## src/rtl/rv_exec_pkg.sv

```systemverilog
// shared constants and types for the RV32I execution unit
// register map, opcodes, status bits and the ALU / branch operation enums
`default_nettype none

package rv_exec_pkg;

    localparam int xlen       = 32;
    localparam int reg_addr_w = 5;
    localparam int apb_addr_w = 8;

    // APB register map, byte offsets
    localparam logic [apb_addr_w-1:0] addr_rs1     = 8'h00;
    localparam logic [apb_addr_w-1:0] addr_rs2     = 8'h04;
    localparam logic [apb_addr_w-1:0] addr_pc      = 8'h08;
    localparam logic [apb_addr_w-1:0] addr_inst    = 8'h0C;  // write launches
    localparam logic [apb_addr_w-1:0] addr_result  = 8'h10;  // read only
    localparam logic [apb_addr_w-1:0] addr_next_pc = 8'h14;  // read only
    localparam logic [apb_addr_w-1:0] addr_status  = 8'h18;  // read only

    // major opcodes kept from RV32I
    localparam logic [6:0] opc_lui    = 7'b0110111;
    localparam logic [6:0] opc_auipc  = 7'b0010111;
    localparam logic [6:0] opc_jal    = 7'b1101111;
    localparam logic [6:0] opc_jalr   = 7'b1100111;
    localparam logic [6:0] opc_branch = 7'b1100011;
    localparam logic [6:0] opc_op_imm = 7'b0010011;
    localparam logic [6:0] opc_op     = 7'b0110011;

    localparam logic [6:0] funct7_base = 7'h00;
    localparam logic [6:0] funct7_alt  = 7'h20;  // SUB, SRA, SRAI

    // status word layout
    localparam int st_busy    = 0;
    localparam int st_illegal = 1;
    localparam int st_rd_we   = 2;
    localparam int st_rd      = 3;  // rd in bits 7..3
    localparam int st_taken   = 8;

    typedef enum logic [3:0] {
        alu_add,
        alu_sub,
        alu_sll,
        alu_slt,
        alu_sltu,
        alu_xor,
        alu_srl,
        alu_sra,
        alu_or,
        alu_and,
        alu_pass_b  // LUI, immediate straight through
    } alu_op_e;

    typedef enum logic [2:0] {
        bjp_none,
        bjp_jump,
        bjp_beq,
        bjp_bne,
        bjp_blt,
        bjp_bge,
        bjp_bltu,
        bjp_bgeu
    } bjp_op_e;

endpackage

`default_nettype wire

```

## src/rtl/rv_exec_if.sv

```systemverilog
// pipeline interfaces: issue, decode to execute, execute to result
// all valid-only, the pipeline never stalls
`default_nettype none

interface issue_if;
    import rv_exec_pkg::*;

    logic            valid;  // one cycle per launched instruction
    logic [xlen-1:0] inst;
    logic [xlen-1:0] pc;
    logic [xlen-1:0] rs1_val;
    logic [xlen-1:0] rs2_val;

    modport source (output valid, inst, pc, rs1_val, rs2_val);
    modport sink (input valid, inst, pc, rs1_val, rs2_val);
    modport monitor (input valid);  // in-flight tracking only
endinterface

interface dec_exe_if;
    import rv_exec_pkg::*;

    logic                  valid;
    alu_op_e               alu_op;
    bjp_op_e               bjp_op;
    logic                  op1_pc;   // operand 1 is pc, not rs1
    logic                  op2_imm;  // operand 2 is imm, not rs2
    logic                  is_jalr;
    logic [xlen-1:0]       imm;
    logic [xlen-1:0]       pc;
    logic [xlen-1:0]       rs1_val;
    logic [xlen-1:0]       rs2_val;
    logic [reg_addr_w-1:0] rd;
    logic                  rd_we;
    logic                  illegal;

    modport source (output valid, alu_op, bjp_op, op1_pc, op2_imm, is_jalr, imm, pc,
                    rs1_val, rs2_val, rd, rd_we, illegal);
    modport sink (input valid, alu_op, bjp_op, op1_pc, op2_imm, is_jalr, imm, pc,
                  rs1_val, rs2_val, rd, rd_we, illegal);
endinterface

interface exe_res_if;
    import rv_exec_pkg::*;

    logic                  valid;
    logic [xlen-1:0]       result;
    logic [xlen-1:0]       next_pc;
    logic [reg_addr_w-1:0] rd;
    logic                  rd_we;
    logic                  taken;
    logic                  illegal;

    modport source (output valid, result, next_pc, rd, rd_we, taken, illegal);
    modport sink (input valid, result, next_pc, rd, rd_we, taken, illegal);
endinterface

`default_nettype wire

```

## src/rtl/rv_apb_regs.sv

```systemverilog
// APB slave for the execution unit: operand registers, instruction launch
// and read-back of result, next pc and status; no wait states
`default_nettype none

module rv_apb_regs (
    input  logic                              clk,
    input  logic                              rst_i,
    input  logic                              psel_i,
    input  logic                              penable_i,
    input  logic                              pwrite_i,
    input  logic [rv_exec_pkg::apb_addr_w-1:0] paddr_i,
    input  logic [rv_exec_pkg::xlen-1:0]       pwdata_i,
    input  logic [rv_exec_pkg::xlen-1:0]       result_i,
    input  logic [rv_exec_pkg::xlen-1:0]       next_pc_i,
    input  logic [rv_exec_pkg::xlen-1:0]       status_i,
    output logic [rv_exec_pkg::xlen-1:0]       prdata_o,
    output logic                              pready_o,
    output logic                              pslverr_o,
    issue_if.source                           issue
);
    import rv_exec_pkg::*;

    logic [xlen-1:0] rs1_q;
    logic [xlen-1:0] rs2_q;
    logic [xlen-1:0] pc_q;
    logic [xlen-1:0] inst_q;
    logic            issue_q;
    logic            access;
    logic            mapped;
    logic            rd_only;
    logic            wr_en;

    assign access = psel_i & penable_i;

    // address decode and read mux
    always_comb begin
        mapped   = 1'b1;
        rd_only  = 1'b0;
        prdata_o = '0;
        case (paddr_i)
            addr_rs1:     prdata_o = rs1_q;
            addr_rs2:     prdata_o = rs2_q;
            addr_pc:      prdata_o = pc_q;
            addr_inst:    prdata_o = inst_q;  // last launched word
            addr_result: begin
                prdata_o = result_i;
                rd_only  = 1'b1;
            end
            addr_next_pc: begin
                prdata_o = next_pc_i;
                rd_only  = 1'b1;
            end
            addr_status: begin
                prdata_o = status_i;
                rd_only  = 1'b1;
            end
            default:      mapped = 1'b0;
        endcase
    end

    assign pready_o  = 1'b1;
    assign pslverr_o = access & (~mapped | (pwrite_i & rd_only));
    assign wr_en     = access & pwrite_i & mapped & ~rd_only;

    always_ff @(posedge clk) begin
        if (rst_i) begin
            rs1_q   <= '0;
            rs2_q   <= '0;
            pc_q    <= '0;
            inst_q  <= '0;
            issue_q <= 1'b0;
        end else begin
            issue_q <= wr_en && (paddr_i == addr_inst);  // single-cycle pulse
            if (wr_en) begin
                case (paddr_i)
                    addr_rs1: rs1_q  <= pwdata_i;
                    addr_rs2: rs2_q  <= pwdata_i;
                    addr_pc:  pc_q   <= pwdata_i;
                    default:  inst_q <= pwdata_i;
                endcase
            end
        end
    end

    // operands are stable here, the next access phase is two cycles away
    assign issue.valid   = issue_q;
    assign issue.inst    = inst_q;
    assign issue.pc      = pc_q;
    assign issue.rs1_val = rs1_q;
    assign issue.rs2_val = rs2_q;

    a_penable_sel: assert property (@(posedge clk) disable iff (rst_i)
        penable_i |-> psel_i);

endmodule

`default_nettype wire

```

## src/rtl/rv_decode.sv

```systemverilog
// decode stage: instruction fields, immediate select and operation mapping
// registered one cycle after issue
`default_nettype none

module rv_decode (
    input  logic       clk,
    input  logic       rst_i,
    issue_if.sink      issue,
    dec_exe_if.source  dex
);
    import rv_exec_pkg::*;

    logic [6:0]            opcode;
    logic [2:0]            funct3;
    logic [6:0]            funct7;
    logic [reg_addr_w-1:0] rd;
    logic [xlen-1:0]       imm_u;
    logic [xlen-1:0]       imm_j;
    logic [xlen-1:0]       imm_i;
    logic [xlen-1:0]       imm_b;
    logic [xlen-1:0]       imm_sh;
    alu_op_e               alu_op;
    bjp_op_e               bjp_op;
    logic                  op1_pc;
    logic                  op2_imm;
    logic                  is_jalr;
    logic [xlen-1:0]       imm;
    logic                  writes_rd;
    logic                  illegal;
    logic                  alt_ok;

    assign opcode = issue.inst[6:0];
    assign funct3 = issue.inst[14:12];
    assign funct7 = issue.inst[31:25];
    assign rd     = issue.inst[11:7];

    assign imm_u  = {issue.inst[31:12], 12'b0};
    assign imm_j  = {{12{issue.inst[31]}}, issue.inst[19:12], issue.inst[20],
                     issue.inst[30:21], 1'b0};
    assign imm_i  = {{20{issue.inst[31]}}, issue.inst[31:20]};
    assign imm_b  = {{20{issue.inst[31]}}, issue.inst[7], issue.inst[30:25],
                     issue.inst[11:8], 1'b0};
    assign imm_sh = {27'b0, issue.inst[24:20]};

    // funct7 0x20 only legal for SUB and SRA/SRAI
    assign alt_ok = (funct7 == funct7_alt) && ((funct3 == 3'b000) || (funct3 == 3'b101));

    always_comb begin
        alu_op    = alu_add;
        bjp_op    = bjp_none;
        op1_pc    = 1'b0;
        op2_imm   = 1'b0;
        is_jalr   = 1'b0;
        imm       = imm_i;
        writes_rd = 1'b0;
        illegal   = 1'b0;
        case (opcode)
            opc_lui: begin
                alu_op    = alu_pass_b;
                op2_imm   = 1'b1;
                imm       = imm_u;
                writes_rd = 1'b1;
            end
            opc_auipc: begin
                op1_pc    = 1'b1;
                op2_imm   = 1'b1;
                imm       = imm_u;
                writes_rd = 1'b1;
            end
            opc_jal: begin
                bjp_op    = bjp_jump;
                imm       = imm_j;
                writes_rd = 1'b1;
            end
            opc_jalr: begin
                bjp_op    = bjp_jump;
                is_jalr   = 1'b1;
                writes_rd = 1'b1;
                illegal   = (funct3 != 3'b000);
            end
            opc_branch: begin
                imm = imm_b;
                case (funct3)
                    3'b000:  bjp_op = bjp_beq;
                    3'b001:  bjp_op = bjp_bne;
                    3'b100:  bjp_op = bjp_blt;
                    3'b101:  bjp_op = bjp_bge;
                    3'b110:  bjp_op = bjp_bltu;
                    3'b111:  bjp_op = bjp_bgeu;
                    default: illegal = 1'b1;  // 010, 011 unused
                endcase
            end
            opc_op_imm, opc_op: begin
                op2_imm   = (opcode == opc_op_imm);
                writes_rd = 1'b1;
                case (funct3)
                    3'b000:  alu_op = alu_add;
                    3'b001:  alu_op = alu_sll;
                    3'b010:  alu_op = alu_slt;
                    3'b011:  alu_op = alu_sltu;
                    3'b100:  alu_op = alu_xor;
                    3'b101:  alu_op = (funct7 == funct7_alt) ? alu_sra : alu_srl;
                    3'b110:  alu_op = alu_or;
                    default: alu_op = alu_and;
                endcase
                if (opcode == opc_op) begin
                    if (funct3 == 3'b000 && funct7 == funct7_alt)
                        alu_op = alu_sub;
                    illegal = (funct7 != funct7_base) && !alt_ok;
                end else if (funct3 == 3'b001 || funct3 == 3'b101) begin
                    imm     = imm_sh;  // funct7 field checks the shamt too
                    illegal = (funct7 != funct7_base) && !alt_ok;
                end
            end
            default: illegal = 1'b1;  // loads, stores, system, M extension
        endcase
        if (illegal) begin
            alu_op    = alu_add;
            bjp_op    = bjp_none;
            writes_rd = 1'b0;
        end
    end

    always_ff @(posedge clk) begin
        if (rst_i)
            dex.valid <= 1'b0;
        else
            dex.valid <= issue.valid;
    end

    always_ff @(posedge clk) begin
        if (issue.valid) begin
            dex.alu_op  <= alu_op;
            dex.bjp_op  <= bjp_op;
            dex.op1_pc  <= op1_pc;
            dex.op2_imm <= op2_imm;
            dex.is_jalr <= is_jalr;
            dex.imm     <= imm;
            dex.pc      <= issue.pc;
            dex.rs1_val <= issue.rs1_val;
            dex.rs2_val <= issue.rs2_val;
            dex.rd      <= rd;
            dex.rd_we   <= writes_rd && (rd != '0);  // x0 never written
            dex.illegal <= illegal;
        end
    end

endmodule

`default_nettype wire

```

## src/rtl/rv_execute.sv

```systemverilog
// execute stage: ALU, branch compare and next pc, registered
`default_nettype none

module rv_execute (
    input  logic       clk,
    input  logic       rst_i,
    dec_exe_if.sink    dex,
    exe_res_if.source  exr
);
    import rv_exec_pkg::*;

    logic [xlen-1:0] op1;
    logic [xlen-1:0] op2;
    logic [4:0]      shamt;
    logic [xlen-1:0] alu_res;
    logic [xlen-1:0] pc_plus4;
    logic [xlen-1:0] pc_plus_imm;
    logic [xlen-1:0] jalr_tgt;
    logic            cond;
    logic [xlen-1:0] result;
    logic [xlen-1:0] next_pc;

    assign op1   = dex.op1_pc ? dex.pc : dex.rs1_val;
    assign op2   = dex.op2_imm ? dex.imm : dex.rs2_val;
    assign shamt = op2[4:0];

    always_comb begin
        case (dex.alu_op)
            alu_sub:    alu_res = op1 - op2;
            alu_sll:    alu_res = op1 << shamt;
            alu_slt:    alu_res = {{(xlen-1){1'b0}}, $signed(op1) < $signed(op2)};
            alu_sltu:   alu_res = {{(xlen-1){1'b0}}, op1 < op2};
            alu_xor:    alu_res = op1 ^ op2;
            alu_srl:    alu_res = op1 >> shamt;
            alu_sra:    alu_res = $unsigned($signed(op1) >>> shamt);
            alu_or:     alu_res = op1 | op2;
            alu_and:    alu_res = op1 & op2;
            alu_pass_b: alu_res = op2;
            default:    alu_res = op1 + op2;
        endcase
    end

    // branch condition, jumps always taken
    always_comb begin
        case (dex.bjp_op)
            bjp_jump: cond = 1'b1;
            bjp_beq:  cond = dex.rs1_val == dex.rs2_val;
            bjp_bne:  cond = dex.rs1_val != dex.rs2_val;
            bjp_blt:  cond = $signed(dex.rs1_val) < $signed(dex.rs2_val);
            bjp_bge:  cond = $signed(dex.rs1_val) >= $signed(dex.rs2_val);
            bjp_bltu: cond = dex.rs1_val < dex.rs2_val;
            bjp_bgeu: cond = dex.rs1_val >= dex.rs2_val;
            default:  cond = 1'b0;
        endcase
    end

    assign pc_plus4    = dex.pc + 32'd4;
    assign pc_plus_imm = dex.pc + dex.imm;
    assign jalr_tgt    = (dex.rs1_val + dex.imm) & ~32'd1;

    always_comb begin
        result  = '0;  // branches and illegal give zero
        next_pc = pc_plus4;
        if (dex.bjp_op == bjp_jump) begin
            result  = pc_plus4;  // link address
            next_pc = dex.is_jalr ? jalr_tgt : pc_plus_imm;
        end else if (cond) begin
            next_pc = pc_plus_imm;
        end else if (!dex.illegal && dex.bjp_op == bjp_none) begin
            result = alu_res;
        end
    end

    always_ff @(posedge clk) begin
        if (rst_i)
            exr.valid <= 1'b0;
        else
            exr.valid <= dex.valid;
    end

    always_ff @(posedge clk) begin
        if (dex.valid) begin
            exr.result  <= result;
            exr.next_pc <= next_pc;
            exr.rd      <= dex.rd;
            exr.rd_we   <= dex.rd_we;
            exr.taken   <= cond;
            exr.illegal <= dex.illegal;
        end
    end

    a_taken_even: assert property (@(posedge clk) disable iff (rst_i)
        exr.valid && exr.taken |-> !exr.next_pc[0]);

endmodule

`default_nettype wire

```

## src/rtl/rv_result.sv

```systemverilog
// result stage: holds result, next pc and status for the host
// the in-flight counter drives the busy bit
`default_nettype none

module rv_result (
    input  logic                        clk,
    input  logic                        rst_i,
    issue_if.monitor                    issue,
    exe_res_if.sink                     exr,
    output logic [rv_exec_pkg::xlen-1:0] result_o,
    output logic [rv_exec_pkg::xlen-1:0] next_pc_o,
    output logic [rv_exec_pkg::xlen-1:0] status_o
);
    import rv_exec_pkg::*;

    logic [1:0]            in_flight;  // at most two
    logic                  illegal_q;
    logic                  rd_we_q;
    logic [reg_addr_w-1:0] rd_q;
    logic                  taken_q;

    always_ff @(posedge clk) begin
        if (rst_i) begin
            in_flight <= '0;
            result_o  <= '0;
            next_pc_o <= '0;
            illegal_q <= 1'b0;
            rd_we_q   <= 1'b0;
            rd_q      <= '0;
            taken_q   <= 1'b0;
        end else begin
            case ({issue.valid, exr.valid})
                2'b10:   in_flight <= in_flight + 2'd1;
                2'b01:   in_flight <= in_flight - 2'd1;
                default: in_flight <= in_flight;  // none, or one in and one out
            endcase
            if (exr.valid) begin
                result_o  <= exr.result;
                next_pc_o <= exr.next_pc;
                illegal_q <= exr.illegal;
                rd_we_q   <= exr.rd_we;
                rd_q      <= exr.rd;
                taken_q   <= exr.taken;
            end
        end
    end

    always_comb begin
        status_o                          = '0;
        status_o[st_busy]                 = (in_flight != 2'd0);
        status_o[st_illegal]              = illegal_q;
        status_o[st_rd_we]                = rd_we_q;
        status_o[st_rd +: reg_addr_w]     = rd_q;
        status_o[st_taken]                = taken_q;
    end

    // every completion was counted in at issue
    a_done_counted: assert property (@(posedge clk) disable iff (rst_i)
        exr.valid |-> in_flight != 2'd0);

endmodule

`default_nettype wire

```

## src/rtl/rv_exec_top.sv

```systemverilog
// top level of the RV32I execution unit behind an APB slave port
// decode, execute and result stages in a three-cycle pipeline
`default_nettype none

module rv_exec_top (
    input  logic                              clk,
    input  logic                              rst_i,
    input  logic                              psel_i,
    input  logic                              penable_i,
    input  logic                              pwrite_i,
    input  logic [rv_exec_pkg::apb_addr_w-1:0] paddr_i,
    input  logic [rv_exec_pkg::xlen-1:0]       pwdata_i,
    output logic [rv_exec_pkg::xlen-1:0]       prdata_o,
    output logic                              pready_o,
    output logic                              pslverr_o
);
    import rv_exec_pkg::*;

    logic [xlen-1:0] result;
    logic [xlen-1:0] next_pc;
    logic [xlen-1:0] status;

    issue_if   issue ();
    dec_exe_if dex ();
    exe_res_if exr ();

    rv_apb_regs u_regs (
        .clk       (clk),
        .rst_i     (rst_i),
        .psel_i    (psel_i),
        .penable_i (penable_i),
        .pwrite_i  (pwrite_i),
        .paddr_i   (paddr_i),
        .pwdata_i  (pwdata_i),
        .result_i  (result),
        .next_pc_i (next_pc),
        .status_i  (status),
        .prdata_o  (prdata_o),
        .pready_o  (pready_o),
        .pslverr_o (pslverr_o),
        .issue     (issue.source)
    );

    rv_decode u_decode (
        .clk   (clk),
        .rst_i (rst_i),
        .issue (issue.sink),
        .dex   (dex.source)
    );

    rv_execute u_execute (
        .clk   (clk),
        .rst_i (rst_i),
        .dex   (dex.sink),
        .exr   (exr.source)
    );

    rv_result u_result (
        .clk       (clk),
        .rst_i     (rst_i),
        .issue     (issue.monitor),
        .exr       (exr.sink),
        .result_o  (result),
        .next_pc_o (next_pc),
        .status_o  (status)
    );

endmodule

`default_nettype wire

```

## config.mk

```make
export PLATFORM = sky130hd
export DESIGN_NAME = rv_exec_top
export DESIGN_NICKNAME = d
export VERILOG_FILES = /design/src/rtl/rv_exec_pkg.sv /design/src/rtl/rv_exec_if.sv /design/src/rtl/rv_apb_regs.sv /design/src/rtl/rv_decode.sv /design/src/rtl/rv_execute.sv /design/src/rtl/rv_result.sv /design/src/rtl/rv_exec_top.sv
export SDC_FILE = /design/constraint.sdc
export NUM_CORES = 1
export LEC_CHECK = 0
export BUFFER_PORTS_ARGS = -buffer_cell sky130_fd_sc_hd__buf_4
export CAP_MARGIN = 20
export CELL_PAD_IN_SITES_DETAIL_PLACEMENT = 1
export CELL_PAD_IN_SITES_GLOBAL_PLACEMENT = 1
export CORE_ASPECT_RATIO = 1.1
export CORE_MARGIN = 2
export CORE_UTILIZATION = 40
export DETAILED_ROUTE_END_ITERATION = 10
export GPL_TIMING_DRIVEN = 0
export PLACE_DENSITY_LB_ADDON = 0.2
export SLEW_MARGIN = 20
export SYNTH_ARGS = -nofsm -noshare
export SYNTH_HDL_FRONTEND = slang
export SYNTH_SLANG_ARGS = --single-unit
```

## constraint.sdc

```tcl
create_clock -name clk -period 5.3 [get_ports clk]
set_input_delay 0.53 -clock clk [delete_from_list [all_inputs] [get_ports clk]]
set_output_delay 0.53 -clock clk [all_outputs]
set_load 0.03 [all_outputs]
```

# --- Word level (Yosys, flattened, before mapping) ---
# Index checks and enable logic that the tools add are counted.
totals:
  reg_bits: 422
classes:
  add_sub_neg: 7
  order_cmp: 6
  n_eq_ne: 42
  n_shift: 3
  mux: 33
  bitwise_logic: 13
  reduce_logical: 31
ops:
  columns: ["op", "n"]
  rows:
  - ["two-way mux 32 bit", 10]
  - ["one-hot mux 32 bit (10 select lines)", 1]
  - ["one-hot mux 32 bit (7 select lines)", 1]
  - ["< comparator 32 bit", 4]
  - ["one-hot mux 32 bit (4 select lines)", 1]
  - ["adder 32 bit", 3]
  - [">= comparator 32 bit", 2]
  - ["adder 32 x 3 -> 32 bit, second input constant", 1]
  - ["bitwise AND 32 bit", 1]
  - ["equality test 32 bit", 1]
  - ["inequality test 32 bit", 1]
  - ["bitwise OR 32 bit", 1]
  - ["left shift 32 x 5 -> 32 bit", 1]
  - [">> shifter 32 x 5 -> 32 bit", 1]
  - [">>> shifter 32 x 5 -> 32 bit", 1]
  - ["subtractor 32 bit", 1]
  - ["bitwise XOR 32 bit", 1]
  - ["one-hot mux 4 bit (7 select lines)", 1]
  - ["equality test 3 bit, second input constant", 8]
  - ["equality test 8 x 5 -> 1 bit, second input constant", 3]
  - ["equality test 7 x 6 -> 1 bit, second input constant", 3]
  - ["equality test 7 bit, second input constant", 3]
  - ["one-hot mux 3 bit (6 select lines)", 1]
  - ["equality test 4 x 3 -> 1 bit, second input constant", 4]
  - ["other kinds (37)", 80]

# --- Depth between registers and ports, before layout ---
depth:
  depth_word: 10
  depth_mapped: 20
  depth_no_buf: 15

# --- Cells and area by module ---
# Synthesis repeated with hierarchy kept, for this count alone.
unflattened:
  hier_cells: 3665
  area_unflattened_um2: 31427.6
by_module_without_submodules:
  columns: ["mod", "n_inst", "cells_each", "area_each_um2", "seq_area_each_um2"]
  rows:
  - ["rv_execute", 1, 2300, 16842.4, 2182.1]
  - ["rv_apb_regs", 1, 827, 6605.1, 2582.5]
  - ["rv_decode", 1, 268, 5159.9, 4374.2]
  - ["rv_result", 1, 270, 2820.2, 1481.4]

# --- Worst setup path after synthesis ---
# OpenSTA, ideal clock, no wires.
synth_path:
  path_type: "reg-to-reg"
  startpoint: "reg u_regs.issue_q (netlist: u_regs.issue.valid)"
  endpoint: "reg u_result.in_flight[1]"
  arrival_ns: 4.673
  required_ns: 5.230
  path_slack_ns: 0.557
  stages_incl_launch_ff: 5
  path_buffers: 0
  synth_period_minus_slack_ns: 4.743
  cell_sequence: "dfxtp_1 > inv_1 > ha_1 > or3_1 > a21oi_1"
synth_via:
  elab_chain_len: 2
  elab_cells_between_ends: 4
  classes_between: "2 x eq/ne; 1 x mux; 1 x reduce/logical"
synth_rtl:
  columns: ["element", "line_no", "rtl"]
  rows:
  - ["start, declared", "rv_apb_regs.sv:27", "logic issue_q;"]
  - ["start signal, assigned", "rv_apb_regs.sv:73", "issue_q <= wr_en && (paddr_i == addr_inst);"]
  - ["equality test 2 x 1 -> 1 bit / equality test 2 bit (equally long branches)", "rv_result.sv:32", "case ({issue.valid, exr.valid})"]
  - ["one-hot mux 2 bit (2 select lines) / nonzero test 2 bit (equally long branches)", null, null]
  - ["end signal, assigned", "rv_result.sv:33", "2'b10: in_flight <= in_flight + 2'd1;"]
  - ["end signal, assigned", "rv_result.sv:34", "2'b01: in_flight <= in_flight - 2'd1;"]
  - ["end signal, assigned", "rv_result.sv:35", "default: in_flight <= in_flight;"]
  - ["end, declared", "rv_result.sv:16", "logic [1:0] in_flight;"]
# Several ways; a longest one is shown, not always the timed one.
# A chain may end at the register's enable or synchronous reset.

# --- Final worst setup path ---
layout_path:
  startpoint: "reg u_decode.dex.op2_imm"
  endpoint: "reg u_execute.exr.result[9] (data pin)"
layout_via:
  elab_chain_len: 6
  elab_cells_between_ends: 13
  classes_between: "2 x add/sub; 3 x shift; 5 x mux; 3 x bitwise"
layout_rtl:
  columns: ["element", "line_no", "rtl"]
  rows:
  - ["start, declared", "rv_exec_if.sv:36", "modport source (output valid, alu_op, bjp_op, op1_pc, op2_imm, is_jalr, imm, pc,"]
  - ["two-way mux 32 bit *", "rv_execute.sv:24", "assign op2 = dex.op2_imm ? dex.imm : dex.rs2_val;"]
  - ["adder 32 bit, or another cell as far along", "rv_execute.sv:39", "default: alu_res = op1 + op2;"]
  - ["one-hot mux 32 bit (10 select lines) *", "rv_execute.sv:28", "case (dex.alu_op)"]
  - ["two-way mux 32 bit *", "rv_execute.sv:69", "end else if (!dex.illegal && dex.bjp_op == bjp_none) begin"]
  - ["two-way mux 32 bit *", "rv_execute.sv:67", "end else if (cond) begin"]
  - ["two-way mux 32 bit *", "rv_execute.sv:64", "if (dex.bjp_op == bjp_jump) begin"]
  - ["net u_execute.result[9]", "rv_execute.sv:20", "logic [xlen-1:0] result;"]
  - ["end, declared", "rv_exec_if.sv:53", "modport source (output valid, result, next_pc, rd, rd_we, taken, illegal);"]
# The timed path passes the listed nets; every way through them passes the cells marked *.

==> impl_metrics.toml <==
[synthesis]
synth_area_leader_cell = "edfxtp_1"
ys.flop_type = "edfxtp_1"
synth_edf_count = 217
synth_nets = 3795
synth_seq_cells = 422
synth_seq_area_share = 0.353
syn_area_um2 = 30000
avgSynthCellArea_um2 = 8.46
ys_warn_count = 0
async_flop_share = 0
synth_cell_types = 82
synthTopCellsByArea = "edfxtp_1, dfxtp_1, ha_1"
synthCells = 3550
synth.top_cell.area_share = 0.217

[pwr]
power_density_nw_per_um2 = 193
leakage_nw = 13.6
ir_drop_mv = 0.233
power_mw = 6.55

[grt]
grt_pass1_vias = 30400
antenna_found_initial = 7
grt_pass1_wl_um = 225000
grt_use_total = 0.410
grt_overflow_total = 0
grt_start_max_net_pins = 55

[placement]
gp_congestion = 1.04
pre_cts_ws_ns = -2.16
detailed_place_hpwl_um = 131000
numPortBuffers = 76

[cts]
htreeDepth = 2
clockBufferDepth = 3
clk_latency_ns = 0.59
cts_tree = "yes"
cts.clk_slew.worst_paths_ns = 0.07
cts_sinks = 422
cts_root_buf = "clkbuf_16"
cts_buffers = 43

[outcome]
violations = "setup timing"
status = "finished, violations left"

[drt]
wl_per_cell_um = 34.4
wirelength_um = 161000
drc = 0
drt_first_pass_iters = 9
dr.first_iter.drc_count = 2924
vias = 30100
via_per_inst = 6.43
postRouteAntennaNets = 0

[die]
die_area_um2 = 77300
core_area_um2 = 74500
rows = 105
dieWidth_um = 265
die_height_um = 291
start_util = 0.403
io_pins = 79

[sta]
clock.fmax_mhz = 182
slew_headroom = 0.185
hold_viol = 0
skew_ns = 0.0292
timing.final.ws_setup_ns = -0.206
min_period_over_period = 1.04
maxSlewViolCount = 0
worst-slew-pin-transition_ns = 1.22
layout_min_cycle_time_ns = 5.51
rsz0062_at_grt = "no"
finalSetupViolations = 2

[layout]
drive_gt1_frac = 0.0878
fin_util = 0.455
final_nets = 3925
syn_to_final_growth_pct = 12.7

[setup_path]
r2r_end = "u_execute.exr.result[9]$_DFFE_PP_"
cp.required_ns = 5.63
reg2reg_setup_slack_ns = -0.21
cp-start-kind = "register"
worst_ep_arrival_time_ns = 5.83
rr_startpoint = "u_decode.dex.op2_imm$_DFFE_PP_"
endpoint_kind = "register"
critPathLaunch = "u_decode.dex.op2_imm$_DFFE_PP_"
ff2ff_path_depth = 15
crit_type = "register to register"
setup.worst_path.end = "u_execute.exr.result[9]$_DFFE_PP_"
cp_max_fo = 10

[run]
drv_cap = 0

[min_path]
hp-class = "input port to register"
==> where the power goes <==
group / switching [mW] / internal (mW) / total [mW]
registers: 0.000567 / 3.40 / 3.40
clock network: 1.43 / 1.61 / 3.04
logic: 0.0730 / 0.0311 / 0.104
total: 1.50 / 5.04 / 6.55
==> per-stage QoR <==
| step | std cells | hold slack (ns) | setup TNS [ns] | instance area (um2) |
|---|---|---|---|---|
| floorplan | 3550 | 0.400 | 0 | 30000 |
| global placement | 4589 | 0.402 | -76.16 | 31800 |
| detailed placement | 4598 | 0.405 | -36.83 | 32000 |
| CTS | 4681 | 0.189 | 0 | 33700 |
| global route | 4678 | 0.215 | 0 | 33900 |
| finish | 4683 | 0.208 | -0.227 | 33900 |
==> cell families after synthesis <==
logic type	count (synthesis)	synth area share
buf+inv	379	0.0501
other cells	1	0.000125
mux	251	0.0863
simple gates	1114	0.160
fa+ha+maj	200	0.0843
compound gates	1057	0.229
xor+xnor	126	0.0367
flops	422	0.353
==> worst max-delay path, cell delays in order, from the launching register on <==
cell and delay (ns):
edfxtp_1 0.39, buf_2 0.24, mux2i_4 0.27, buf_12 0.16
buf_4 0.17, buf_4 0.24, buf_4 0.32, mux2i_1 0.75
mux2i_1 0.53, mux2i_1 0.42, nor2_1 0.07, a31oi_1 0.30
o22ai_1 0.36, or4_1 0.50, a211oi_1 0.35, o21ai_1 0.13
==> cell usage in the layout (no fill, tap or decap), drive strengths merged, types with 47 or more instances in the layout <==
master  count
ha        196
clkbuf    225
nor3       54
nand2     529
xor2       47
a21o       74
edfxtp    217
mux2i     226
o21ai     181
buf       148
a222oi     58
a21oi     360
nor2      304
inv       162
nand3      50
xnor2      79
dfxtp     205
==> layout make-up <==
cell class | count | area (um2)
repair buffers | 98 | 831
fillers | 8853 | 40600
plain buffers | 211 | 958
inverters | 155 | 588
flip-flops and latches | 422 | 10600
multi-input cells | 2749 | 18300
well taps | 963 | 1200
clock buffers | 64 | 1210
diodes | 5 | 12.5
clock inverters | 16 | 141
==> cell usage after synthesis (74+ instances only) <==
master and count:
o21ai_0 174, nand2_1 529, ha_1 196, mux2i_1 221
nor2_1 304, clkbuf_1 168, a21oi_1 360, inv_1 148
a21o_1 74, dfxtp_1 205, edfxtp_1 217, xnor2_1 79
==> how the worst min path moves through the flow <==
stage / start / endpoint / slack, ns / depth (start not counted)
after floorplan: u_decode.dex.rd[0]$_DFFE_PP_ / u_execute.exr.rd[0]$_DFFE_PP_ / 0.40 / 0
after global placement: u_decode.dex.rd[0]$_DFFE_PP_ / u_execute.exr.rd[0]$_DFFE_PP_ / 0.40 / 0
after detailed placement: u_decode.dex.rd[0]$_DFFE_PP_ / u_execute.exr.rd[0]$_DFFE_PP_ / 0.41 / 0
after CTS: pwdata_i[0] / u_regs.issue.rs1_val[0]$_SDFFE_PP0P_ / 0.19 / 3
after global routing: pwdata_i[6] / u_regs.issue.rs2_val[6]$_SDFFE_PP0P_ / 0.22 / 3
final: pwdata_i[4] / u_regs.issue.rs2_val[4]$_SDFFE_PP0P_ / 0.21 / 3
==> repair_timing <==
item	in CTS	in global routing
hold buffers	0	0
gates resized for setup	74	40
pin swaps	3	1
endpoints found under the setup margin	30	14
setup buffers	9	0
==> metal layers <==
layer	share of wire	vias to the layer above	GRT usage
li1	-	13300	-
met1	0.37	14900	0.477
met2	0.46	1415	0.677
met3	0.071	522	0.0638
met4	0.092	8	0.312
met5	0.00031	-	0
==> sequential cells by signal, summed over array words and instances (netlist names), 32 cells and up <==
signal / flops
u_regs.issue.rs2_val: 32
u_decode.dex.pc: 32
u_execute.exr.next_pc: 32
u_regs.issue.rs1_val: 32
u_regs.issue.inst: 32
u_decode.dex.rs2_val: 32
u_regs.issue.pc: 32
u_result.next_pc_o: 32
u_decode.dex.rs1_val: 32
u_decode.dex.imm: 32
u_result.result_o: 32
u_execute.exr.result: 32
No activity file was read; power rests on OpenSTA's default activity.
